**config.mk**
```make
export PLATFORM = sky130hd
export DESIGN_NAME = inspect_top
export DESIGN_NICKNAME = d
export VERILOG_FILES = /design/src/scan_pkg.sv /design/src/match_pkg.sv /design/src/stream_state_store.sv /design/src/packet_sequencer.sv /design/src/pattern_matcher.sv /design/src/match_counter.sv /design/src/inspect_top.sv
export SDC_FILE = /design/constraint.sdc
export NUM_CORES = 2
export LEC_CHECK = 0
export BUFFER_PORTS_ARGS = -buffer_cell sky130_fd_sc_hd__buf_2
export CORE_MARGIN = 2
export CORE_UTILIZATION = 40
export CTS_CLUSTER_SIZE = 14
export DETAILED_ROUTE_END_ITERATION = 6
export PLACE_DENSITY = 0.55
export SETUP_SLACK_MARGIN = 0.02
export SLEW_MARGIN = 0
export SYNTH_ARGS = -nofsm -noshare
export SYNTH_HDL_FRONTEND = slang
export SYNTH_HIERARCHICAL = 1
export SYNTH_SLANG_ARGS = --single-unit
```
**constraint.sdc**
```tcl
create_clock -name clk -period 5.8 [get_ports clk]
set_input_delay 0.29 -clock clk [delete_from_list [all_inputs] [get_ports clk]]
set_output_delay 0.29 -clock clk [all_outputs]
set_load 0.01 [all_outputs]
```
**src/scan_pkg.sv**
```systemverilog
package scan_pkg;

   // Number of independent stream ids tracked by every state table
   localparam int NUM_STREAMS = 64;

   // Width of a stream id, enough to address all streams
   localparam int STREAM_ID_W = $clog2(NUM_STREAMS);

   // Stream identifier carried on the sop beat
   typedef logic [STREAM_ID_W-1:0] stream_id_t;

   // One payload byte of a packet
   typedef logic [7:0] byte_t;

   // One input beat
   // Only the sop beat's stream_id is meaningful
   // sop and eop may both be set for a one-byte packet
   typedef struct packed {
      logic       sop;
      logic       eop;
      stream_id_t stream_id;
      byte_t      data;
   } beat_t;

endpackage : scan_pkg

```
**src/match_pkg.sv**
```systemverilog
package match_pkg;

   // Number of fixed pattern engines in the scanner
   localparam int NUM_ENGINES = 3;

   // Longest pattern an engine can hold
   localparam int MAX_PAT_LEN = 8;

   // Pattern bytes, index 0 is matched first
   typedef logic [MAX_PAT_LEN-1:0][7:0] pattern_t;

   // Matched prefix length
   // Needs one bit above MAX_PAT_LEN-1 so the advanced value can reach PAT_LEN
   typedef logic [3:0] mstate_t;

   // One bit per engine
   typedef logic [NUM_ENGINES-1:0] engine_mask_t;

   // Packet-match count of one engine
   typedef logic [15:0] count_t;

   // All engine counts side by side, engine 0 in the low bits
   typedef count_t [NUM_ENGINES-1:0] counts_t;

   // Finished-packet report
   typedef struct packed {
      scan_pkg::stream_id_t stream_id;
      engine_mask_t         fired;
   } report_t;

endpackage : match_pkg

```
**src/stream_state_store.sv**
```systemverilog
module stream_state_store #(
   parameter type state_t = logic,
   parameter int  DEPTH   = scan_pkg::NUM_STREAMS
) (
   input  logic                 clk,
   input  logic                 rst_n,
   input  scan_pkg::stream_id_t rd_stream,
   output state_t               rd_state,
   input  logic                 wr_en,
   input  scan_pkg::stream_id_t wr_stream,
   input  state_t               wr_state
);

   // One entry per stream id
   state_t mem [DEPTH];

   // Combinational read
   // Lets the sop beat use the stored state in its own cycle
   assign rd_state = mem[rd_stream];

   // Synchronous write at eop
   // Whole table clears on reset so every stream starts from zero
   always_ff @(posedge clk)
   begin
      if (!rst_n)
      begin
         for (int i = 0; i < DEPTH; i++)
         begin
            mem[i] <= '0;
         end
      end
      else if (wr_en)
      begin
         mem[wr_stream] <= wr_state;
      end
   end

endmodule : stream_state_store

```
**src/packet_sequencer.sv**
```systemverilog
module packet_sequencer #(
   parameter int DEPTH = scan_pkg::NUM_STREAMS
) (
   input  logic                    clk,
   input  logic                    rst_n,
   input  logic                    beat_vld,
   input  scan_pkg::beat_t         beat,
   input  match_pkg::engine_mask_t enable_mask,
   output logic                    step,
   output logic [7:0]              step_data,
   output logic                    restore,
   output logic                    restore_new,
   output logic                    save,
   output match_pkg::engine_mask_t save_enable,
   output scan_pkg::stream_id_t    cur_stream,
   output logic                    report_vld,
   output match_pkg::report_t      report,
   input  match_pkg::engine_mask_t fired
);

   import scan_pkg::*;

   // Set between the sop beat and the eop beat
   logic       in_pkt;

   // Stream id captured on sop and held for the rest of the packet
   stream_id_t held_id;

   // Beat decode
   logic       sop_beat;

   // Seen-table readout for the current lookup address
   logic       seen_rd;

   assign sop_beat = beat_vld & beat.sop;

   // Lookup and write address
   // The sop beat uses its own id and later beats use the held one
   assign cur_stream = sop_beat ? beat.stream_id : held_id;

   // Beats outside a packet are ignored
   assign step      = beat_vld & (beat.sop | in_pkt);
   assign step_data = beat.data;

   // Restore on sop
   // A stream never saved since reset starts from zero
   assign restore     = sop_beat;
   assign restore_new = sop_beat & ~seen_rd;

   // Save on eop for the engines enabled in this packet
   assign save        = step & beat.eop;
   assign save_enable = save ? enable_mask : '0;

   // Seen-stream table with one bit per stream
   // Marked at every eop whatever the enable mask
   stream_state_store #(
      .state_t (logic),
      .DEPTH   (DEPTH)
   ) u_seen_store (
      .clk       (clk),
      .rst_n     (rst_n),
      .rd_stream (cur_stream),
      .rd_state  (seen_rd),
      .wr_en     (save),
      .wr_stream (cur_stream),
      .wr_state  (1'b1)
   );

   // Packet framing
   always_ff @(posedge clk)
   begin
      if (!rst_n)
      begin
         in_pkt  <= 1'b0;
         held_id <= '0;
      end
      else
      begin
         if (sop_beat)
         begin
            held_id <= beat.stream_id;
         end
         // eop wins so a single-beat packet leaves in_pkt low
         if (save)
         begin
            in_pkt <= 1'b0;
         end
         else if (sop_beat)
         begin
            in_pkt <= 1'b1;
         end
      end
   end

   // Report strobe one cycle after the eop edge
   always_ff @(posedge clk)
   begin
      if (!rst_n)
      begin
         report_vld <= 1'b0;
      end
      else
      begin
         report_vld <= save;
      end
   end

   // Report payload is only meaningful while report_vld is high
   always_ff @(posedge clk)
   begin
      if (save)
      begin
         report.stream_id <= cur_stream;
         report.fired     <= fired;
      end
   end

endmodule : packet_sequencer

```
**src/pattern_matcher.sv**
```systemverilog
module pattern_matcher #(
   parameter match_pkg::pattern_t PATTERN = '0,
   parameter int                  PAT_LEN = 1
) (
   input  logic               clk,
   input  logic               rst_n,
   input  logic               step,
   input  logic [7:0]         data,
   input  logic               restore,
   input  logic               restore_new,
   input  match_pkg::mstate_t restored_state,
   output match_pkg::mstate_t next_state,
   output logic               accept
);

   import match_pkg::*;

   // Running prefix length for the packet in progress
   mstate_t state_q;

   // State the current byte is matched against
   mstate_t start_state;

   // Prefix length if the current byte matches
   mstate_t adv;

   // Start from the stored state on sop, zero for a fresh stream
   // Same cycle as the sop byte, no bubble
   always_comb
   begin
      if (restore)
      begin
         start_state = restore_new ? '0 : restored_state;
      end
      else
      begin
         start_state = state_q;
      end
   end

   assign adv = start_state + mstate_t'(1);

   // Match rule
   // Hit extends the prefix, miss restarts at 1 if the byte opens the pattern
   always_comb
   begin
      next_state = start_state;
      accept     = 1'b0;
      if (step)
      begin
         if (data == PATTERN[start_state[2:0]])
         begin
            if (adv == mstate_t'(PAT_LEN))
            begin
               // Full pattern seen
               accept     = 1'b1;
               next_state = '0;
            end
            else
            begin
               next_state = adv;
            end
         end
         else if (data == PATTERN[0])
         begin
            next_state = mstate_t'(1);
         end
         else
         begin
            next_state = '0;
         end
      end
   end

   // Register the new state on every processed byte
   always_ff @(posedge clk)
   begin
      if (!rst_n)
      begin
         state_q <= '0;
      end
      else if (step)
      begin
         state_q <= next_state;
      end
   end

endmodule : pattern_matcher

```
**src/match_counter.sv**
```systemverilog
module match_counter (
   input  logic              clk,
   input  logic              rst_n,
   input  logic              step,
   input  logic              restore,
   input  logic              accept,
   input  logic              save,
   input  logic              enable,
   output match_pkg::count_t count,
   output logic              fired
);

   // Packet has matched at least once so far
   logic flag_q;

   // Flag as seen by the current byte
   // Ignored on sop since it belongs to an earlier packet
   logic flag_cur;

   // Packet matched, counting this cycle's accept
   logic hit;

   assign flag_cur = flag_q & ~restore;
   assign hit      = flag_cur | accept;

   // Fired bit for the report, only for enabled engines
   assign fired = enable & hit;

   // Speculative flag
   // Cleared at eop so the next packet starts clean
   always_ff @(posedge clk)
   begin
      if (!rst_n)
      begin
         flag_q <= 1'b0;
      end
      else if (save)
      begin
         flag_q <= 1'b0;
      end
      else if (step)
      begin
         flag_q <= hit;
      end
   end

   // Packet-match count
   // Disabled engines drop the packet's result
   always_ff @(posedge clk)
   begin
      if (!rst_n)
      begin
         count <= '0;
      end
      else if (save && enable && hit)
      begin
         count <= count + 1'b1;
      end
   end

endmodule : match_counter

```
**src/inspect_top.sv**
```systemverilog
module inspect_top #(
   parameter int DEPTH = scan_pkg::NUM_STREAMS,
   // Engine 0 "GET ", engine 1 "abc", engine 2 "xyzxyq"
   // Byte 0 of each pattern sits in the low bits
   parameter match_pkg::pattern_t [match_pkg::NUM_ENGINES-1:0] PATTERNS = {
      {8'h00, 8'h00, "q", "y", "x", "z", "y", "x"},
      {8'h00, 8'h00, 8'h00, 8'h00, 8'h00, "c", "b", "a"},
      {8'h00, 8'h00, 8'h00, 8'h00, " ", "T", "E", "G"}
   },
   parameter logic [match_pkg::NUM_ENGINES-1:0][3:0] PAT_LENS = {4'd6, 4'd3, 4'd4}
) (
   input  logic                    clk,
   input  logic                    rst_n,
   input  logic                    beat_vld,
   input  scan_pkg::beat_t         beat,
   input  match_pkg::engine_mask_t enable_mask,
   output match_pkg::counts_t      counts,
   output logic                    report_vld,
   output match_pkg::report_t      report
);

   import scan_pkg::*;
   import match_pkg::*;

   // Sequencer controls broadcast to every engine
   logic         step;
   logic [7:0]   step_data;
   logic         restore;
   logic         restore_new;
   logic         save;
   engine_mask_t save_enable;
   stream_id_t   cur_stream;

   // Per-engine fired bits gathered for the report
   engine_mask_t fired;

   packet_sequencer #(
      .DEPTH (DEPTH)
   ) u_sequencer (
      .clk         (clk),
      .rst_n       (rst_n),
      .beat_vld    (beat_vld),
      .beat        (beat),
      .enable_mask (enable_mask),
      .step        (step),
      .step_data   (step_data),
      .restore     (restore),
      .restore_new (restore_new),
      .save        (save),
      .save_enable (save_enable),
      .cur_stream  (cur_stream),
      .report_vld  (report_vld),
      .report      (report),
      .fired       (fired)
   );

   for (genvar k = 0; k < NUM_ENGINES; k++)
   begin : g_engine
      mstate_t restored_state;
      mstate_t next_state;
      logic    accept;

      // Per-stream match state of this engine
      stream_state_store #(
         .state_t (mstate_t),
         .DEPTH   (DEPTH)
      ) u_state_store (
         .clk       (clk),
         .rst_n     (rst_n),
         .rd_stream (cur_stream),
         .rd_state  (restored_state),
         .wr_en     (save & save_enable[k]),
         .wr_stream (cur_stream),
         .wr_state  (next_state)
      );

      pattern_matcher #(
         .PATTERN (PATTERNS[k]),
         .PAT_LEN (int'(PAT_LENS[k]))
      ) u_matcher (
         .clk            (clk),
         .rst_n          (rst_n),
         .step           (step),
         .data           (step_data),
         .restore        (restore),
         .restore_new    (restore_new),
         .restored_state (restored_state),
         .next_state     (next_state),
         .accept         (accept)
      );

      match_counter u_counter (
         .clk     (clk),
         .rst_n   (rst_n),
         .step    (step),
         .restore (restore),
         .accept  (accept),
         .save    (save),
         .enable  (save_enable[k]),
         .count   (counts[k]),
         .fired   (fired[k])
      );
   end

endmodule : inspect_top

```
---- Yosys cells after proc, flatten, opt, wreduce, memory -nomap -nowiden ----
Memories as Yosys holds them, arrays and structs flattened.
Index checks and enable logic that the tools add are counted.
storage, ports and cells
  bits in registers ....................... 80
  bits in writable memories ............... 832
  memory bits (read-only) ................. 192
  bits of input ports ..................... 22
  output and inout port bits .............. 58
  word-level logic and storage cells ...... 127
  memories kept ........................... 7
cells by class
  add/subtract/negate cells ............... 6
  magnitude comparators ................... 3
  equality and inequality tests ........... 9
  mux-type cells .......................... 57
  bitwise gates (word level) .............. 20
  reductions and logical operators ........ 11
memory list
  name                           words  bits a word  rd ports  clocked after memory_dff  write ports  RTL line                  RTL
  g_engine[0].u_state_store.mem  64     4            1         0                         64           stream_state_store.sv:15  state_t mem [DEPTH];
  g_engine[1].u_state_store.mem  64     4            1         0                         64           stream_state_store.sv:15
  g_engine[2].u_state_store.mem  64     4            1         0                         64           stream_state_store.sv:15
  (no name shown)                8      8            1         0                         0            pattern_matcher.sv:51     if (data == PATTERN[start_state[2:0]])
  (no name shown)                8      8            1         0                         0            pattern_matcher.sv:51
  (no name shown)                8      8            1         0                         0            pattern_matcher.sv:51
  1 more memories                -      -            -         -                         -            -
operator list
  kind                   count
  $mux 4                 18
  $add 16x1->16 const B  3
  $mux 1                 30
  $mux 6                 5
  $eq 8x7->1 const B     3
  $eq 8x8->1             3
  $mux 8                 3
  $and 1x1->1            13
  $add 4x1->4 const B    3
  $lt 3x4->1 const B     3
  $reduce_or 4->1        3
  $eq 4x3->1 const B     2
  $logic_and 1x1->1      6
  $eq 4x2->1 const B     1
  $or 1x1->1             4
  $mux 3                 1
  $not 1->1              3
  $reduce_or 2->1        1
  $reduce_or 1->1        1

---- Logic depth before layout (Yosys ltp) ----
An unclocked memory read counts as a cell.
  depth in word-level cells ............... 14
  gate-level depth with buffers ........... 27
  gate-level depth less buffers ........... 20

---- Hierarchy ----
The synthesis kept the hierarchy.
by module, submodules not included
  module                                               instances  cells each  area an instance (sq um)  seq. area each (sq um)
  stream_state_store at g_engine[0].u_state_store ...  3          885         11736.3                   7687.4
  stream_state_store at u_sequencer.u_seen_store       1          337         3124.2                    1281.2
  match_counter                                        3          92          822.0                     340.3
  packet_sequencer                                     1          65          775.7                     430.4
  pattern_matcher at g_engine[0].u_matcher             1          75          665.6                     80.1
  pattern_matcher at g_engine[2].u_matcher             1          80          566.8                     80.1
  pattern_matcher at g_engine[1].u_matcher             1          67          559.3                     80.1
  inspect_top                                          1          3           18.8                      0.0

---- Worst setup path after synthesis ----
Ideal clock, no wire load.
  path type ............................... input-to-reg
  start ................................... input beat[15] (netlist bit)
  end ..................................... register g_engine[0].u_counter.count[12]
  library setup time ...................... 0.071 ns
  arrival time ............................ 5.753 ns
  required time ........................... 5.729 ns
  setup slack ............................. -0.023 ns
  cell stages on the path ................. 23
  buffers on the path ..................... 5
  path through ............................ buf_4 and2_4 buf_6 mux2_2 buf_6 buf_12 mux4_2 o22ai_1 nor4_1 a211oi_1 a21oi_1 nor2b_1 nor2b_1 a21oi_2 ha_1 nor2_1 a2111oi_4 o311ai_4 nor4_1 clkbuf_1 o21ai_1 or4_1 a21oi_1
between the ends
  cells in the longest elaborated chain, start to end .. 14
  elaborated cells between the ends (all ways) .. 25
  classes of those cells .................. 1 x add/sub; 2 x eq/ne; 8 x mux; 9 x bitwise; 2 x reduce/logical; 3 x memory
ends and longest elaborated chain
  item                                               RTL line                                      RTL
  start: declaration                                 inspect_top.sv:15                             input scan_pkg::beat_t beat,
  $and 1x1->1 *                                      packet_sequencer.sv:35                        assign sop_beat = beat_vld & beat.sop;
  $mux 6 *                                           packet_sequencer.sv:39                        assign cur_stream = sop_beat ? beat.stream_id : held_id;
  named net cur_stream[0]                            inspect_top.sv:32                             stream_id_t cur_stream;
  $mem_v2 64x1 *                                     -
  named net u_sequencer.seen_rd                      packet_sequencer.sv:33                        logic seen_rd;
  $not 1->1 *                                        packet_sequencer.sv:48                        assign restore_new = sop_beat & ~seen_rd;
  $and 1x1->1 *                                      packet_sequencer.sv:48
  named net restore_new                              inspect_top.sv:29                             logic restore_new;
  [2 not listed]                                     -
  $add 4x1->4 / $mem_v2 8x8 (equally long branches)  -
  $eq 4x3->1 / $mux 8 (equally long branches)        pattern_matcher.sv:53, pattern_matcher.sv:51
  $mux 1 / $eq 8x8->1 (equally long branches)        pattern_matcher.sv:53, pattern_matcher.sv:51
  $mux 1 *                                           pattern_matcher.sv:51
  $mux 1 *                                           pattern_matcher.sv:49                         if (step)
  named net g_engine[0].accept                       inspect_top.sv:61                             logic accept;
  $or 1x1->1 *                                       match_counter.sv:24                           assign hit = flag_cur | accept;
  $logic_and 1x1->1 *                                match_counter.sv:55                           else if (save && enable && hit)
  end signal: assignment                             match_counter.sv:57                           count <= count + 1'b1;
  end: declaration                                   match_counter.sv:9                            output match_pkg::count_t count,
The timed path passes the listed nets; every way through them passes the cells marked *. The select of a mux whose other input is x is not followed.
A chain may end at the register's enable or synchronous reset.

---- Final worst setup path ----
  start ................................... register u_sequencer.held_id[0]
  end ..................................... register g_engine[0].u_counter.count[12]
between the ends
  elaborated cells between the ends (all ways) .. 17
  classes of those cells .................. 1 x add/sub; 2 x eq/ne; 7 x mux; 3 x bitwise; 1 x reduce/logical; 3 x memory
RTL lines
  item                                               RTL line                                      RTL
  start: declaration                                 packet_sequencer.sv:27                        stream_id_t held_id;
  start signal: assignment                           packet_sequencer.sv:81                        held_id <= beat.stream_id;
  $mux 6 *                                           packet_sequencer.sv:39
  named net cur_stream[0]                            inspect_top.sv:32
  $mem_v2 64x4 *                                     -
  named net g_engine[0].restored_state[0]            inspect_top.sv:59                             mstate_t restored_state;
  $mux 4 *                                           pattern_matcher.sv:33                         start_state = restore_new ? '0 : restored_state;
  $mux 4 *                                           pattern_matcher.sv:31                         if (restore)
  $add 4x1->4 / $mem_v2 8x8 (equally long branches)  -
  $eq 4x3->1 / $mux 8 (equally long branches)        pattern_matcher.sv:53, pattern_matcher.sv:51
  $mux 1 / $eq 8x8->1 (equally long branches)        pattern_matcher.sv:53, pattern_matcher.sv:51
  $mux 1 *                                           pattern_matcher.sv:51
  $mux 1 *                                           pattern_matcher.sv:49
  named net g_engine[0].accept                       inspect_top.sv:61
  $or 1x1->1 *                                       match_counter.sv:24
  $logic_and 1x1->1 *                                match_counter.sv:55
Marks and branches as above.

==> run summary <==
The top fanout value on the critical path is 28, and the cell area after layout is 49100 um2. The total of buffers placed on input and output ports works out to 79. The initial utilization of the core area, before any placement, comes to 40.4%. The classification of the worst setup path is register to register. The width of the die is 333 um. The via count of the first global-routing pass is 28100, and the remaining design rule violation count is 0.

For the net count after synthesis, the log shows 3587. The die outline area is 111000 um2. The depth of the worst register-to-register path is 19, and the clock period minus final worst setup slack is 5.39 ns.

The die height works out to 333 um. Once detail routing completed, the nets flagged for antenna violations numbered 0. TritonCTS built the clock tree. Detailed routing inserted a total of 28900 vias. In the post-synthesis netlist, the cell with the most instances is edfxtp_1. After synthesis the netlist holds a flip-flop and latch count of 912. In this run the static leakage power is 17.1 nW. The cell count after synthesis came out at 3558. Cells with a size suffix above 1 make up 17.3% of the layout.

In the synthesized netlist the dominant register cell turns out to be edfxtp_1. Across every metal layer, demand over resource in global routing totals 20.5%. Total power: 15.1 mW. STA puts the critical path data arrival time at 5.98 ns. Kind of end point of the critical path: a register. The fraction of synthesized cell area taken by the top area cell type is 53.8%, and the area growth from synthesis to layout is 13.2%.

Maximum vdd ir drop: 0.000217 V. The logs give 6.39 ns for the required time reported for the critical path endpoint and 76900 um for the half-perimeter wire length of the detailed placement result. The floorplan has 120 rows. The run finished with clean final reports.

Number of DRC violations after detailed-routing iteration 0: 2616. Cell area reported after detailed placement: 45800 um2. The tools report the critical path startpoint category as a register.

The tools report the smallest hold slack as 0.0533 ns. The worst pin sits at a relative slew slack of 21.4%. 80 I/O pins were placed. The final setup TNS was 0 ns; the clock input transition at the sequential cells of the worst setup and hold paths was 0.06 ns.

A synthesized cell averages 12.2 um2. Post-CTS timing repair inserted 0 buffers for setup. The clock passes through at most 3 buffers.

At the end of routability-driven placement, the weighted congestion stood at 0.814. The final layout contains routed wiring with a total length of 115000 um. The logs give 0 for the number of max-capacitance violations reported and 177000 um for the global-route wire length before repair.

The number of enable flip-flop cells after synthesis was 777. The worst path uses 92.9% of the clock period. The initial antenna violation count is 5. In the post-synthesis netlist, the biggest area contributors are edfxtp_1 54%, mux4_2 9.9%, dfxtp_1 6.2%. The total clock buffers created by CTS was 101.

Setup repair after global routing left no endpoint under its margin. The average wire per cell in the routed design was 22.5 um; the depth of the CTS H-tree was 3. The total power divided by cell area came out at 307 nW/um2.

The core region is 107000 um2. The logs give 912 for the number of clock sinks and 0 for the total grt overflow. The logs give 0 for the number of pins with negative max-slew slack in the final report and 3652 for the number of nets in the final layout.

The number of vias per cell came out at 5.64. After synthesis, flip-flops and latches occupy 60.0% of the total area. Summed over all instances, the cell type with the most area after synthesis is edfxtp_1.

The tools report the clock tree root buffer cell as clkbuf_16. The later pin in the worst-skew pair is clocked with a latency of 0.69 ns. The run gives 105 as the largest net degree at the start of global routing. After synthesis, the most frequently instantiated cells are 777 x edfxtp_1, 677 x nor2_1, 497 x nand2_1. The total iterations of the first detailed-routing run was 5; the total setup violations reported at the end of the flow was 0. The min-delay analysis places its worst path in the category primary input to register. The number of cells on the worst hold path was 3; the cell area after synthesis was 43400 um2. Timing would allow up to 186 MHz. For this run, the number of Yosys warnings is 6. At the pin with the least slew margin, the transition time is 1.18 ns. Counting flops with an async set or reset pin after synthesis yields a share of 0%.

The count of final hold-check violations was 0. For the number of distinct library cells after synthesis, the log shows 99. The final worst clock skew was 0.0256 ns.
-- per-stage QoR --
stage / setup slack (ns) / std cells / utilization [%]
2_1_floorplan: 0.204 / 3558 / -
3_3_place_gp: -0.0817 / 4917 / 42.6
3_5_place_dp: -0.0612 / 4917 / 42.6
4_1_cts: 0.298 / 5112 / 45.7
5_1_grt: 0.0614 / 5112 / 45.7
6_report: 0.415 / 5116 / 45.7
-- power breakdown --
part | switching [mW] | leakage, nW | internal [mW]
combinational | 0.895 | 6.42 | 0.507
clock | 2.65 | 1.59 | 3.65
sequential | 0.0643 | 9.11 | 7.28
total | 3.61 | 17.1 | 11.4
-- area by class of cell --
type	instances	area, um2
inverters	45	169
multi-input cells	2331	15900
well taps	1403	1760
flip-flops and latches	912	26000
repair buffers	232	1940
diodes	4	10.0
fillers	9753	58300
clock inverters	49	474
clock buffers	140	2770
-- worst max-delay path, stage by stage (launching register included) --
cell       delay (ns)
dfxtp_1          0.35
mux2_8           0.37
buf_12           0.22
buf_12           0.24
mux4_2           0.52
nor2b_1          0.14
a211oi_1         0.33
nor4_1           0.13
a21o_1           0.23
nand4b_1         0.10
o21a_1           0.16
ha_1             0.22
nor2_1           0.10
a2111oi_4        0.47
o311ai_4         0.18
nor4_2           0.42
buf_12           0.17
o21ai_1          0.19
or4_1            0.56
a21oi_1          0.15
-- final timing paths --
kind	slack [ns]	end	from
worst max-delay path	0.41	g_engine[0].u_counter/count[12]	u_sequencer/held_id[0]
worst min-delay path	0.05	u_sequencer/in_pkt	beat[14]
worst max register to register	0.41	g_engine[0].u_counter/count[12]	u_sequencer/held_id[0]
worst min register to register	0.47	g_engine[0].u_counter/count[15]	g_engine[0].u_counter/count[15]
-- kinds of logic after synthesis --
kind of cell | Yosys count | share of synthesized area, %
other cells | 1 | 0.00864
simple gates | 1685 | 17.6
fa+ha+maj | 7 | 0.202
flops | 912 | 60.0
compound gates | 319 | 5.02
xor+xnor | 27 | 0.545
mux | 292 | 13.1
buf+inv | 315 | 3.46
-- sequential cells by signal, indices dropped and copies added, names as in the netlist --
name / flops
g_engine.u_counter/count: 48
g_engine.u_counter/flag_q: 3
g_engine.u_matcher/state_q: 12
g_engine.u_state_store/mem: 768
u_sequencer/held_id: 6
u_sequencer/in_pkt: 1
u_sequencer/report: 9
u_sequencer/report_vld: 1
u_sequencer/u_seen_store/mem: 64
-- routing by layer --
layer	part of all wire (%)	vias up	global-route usage, %
li1	-	13300	-
met1	46	14600	30.0
met2	46	836	32.0
met3	6.6	139	3.63
met4	1.7	2	4.74
met5	0.016	-	0
-- repair_timing --
action | CTS | global route
hold buffers | 6 | 0
hold endpoints to repair | 5 | 0
resized for setup | 0 | 4
endpoints found under the setup margin | 0 | 58
-- cell usage in the layout, fill, tap and decap left out, drive strengths merged, types with 8 or more instances in the layout --
cell,Yosys,routed
xor2,24,24
nor2,678,678
or4,17,17
and2,26,26
a211oi,19,19
o31ai,30,30
and3b,8,8
nand4,14,14
mux2i,72,72
buf,92,226
and3,87,87
a22oi,12,12
dfxtp,135,135
nand3b,14,14
nor3b,19,19
o21ai,94,94
nor2b,28,28
or3,12,12
mux4,214,214
nand3,56,56
nor4,31,31
or2,10,10
and4,8,8
o211ai,22,22
a31oi,15,15
clkbuf,178,140
edfxtp,777,777
o22ai,26,26
a21oi,41,41
o2111ai,9,9
nand2,498,498
nor3,141,141
clkinv,3,39
inv,42,48
o221ai,9,9
nand2b,21,21
No activity file was read; power rests on OpenSTA's default activity.
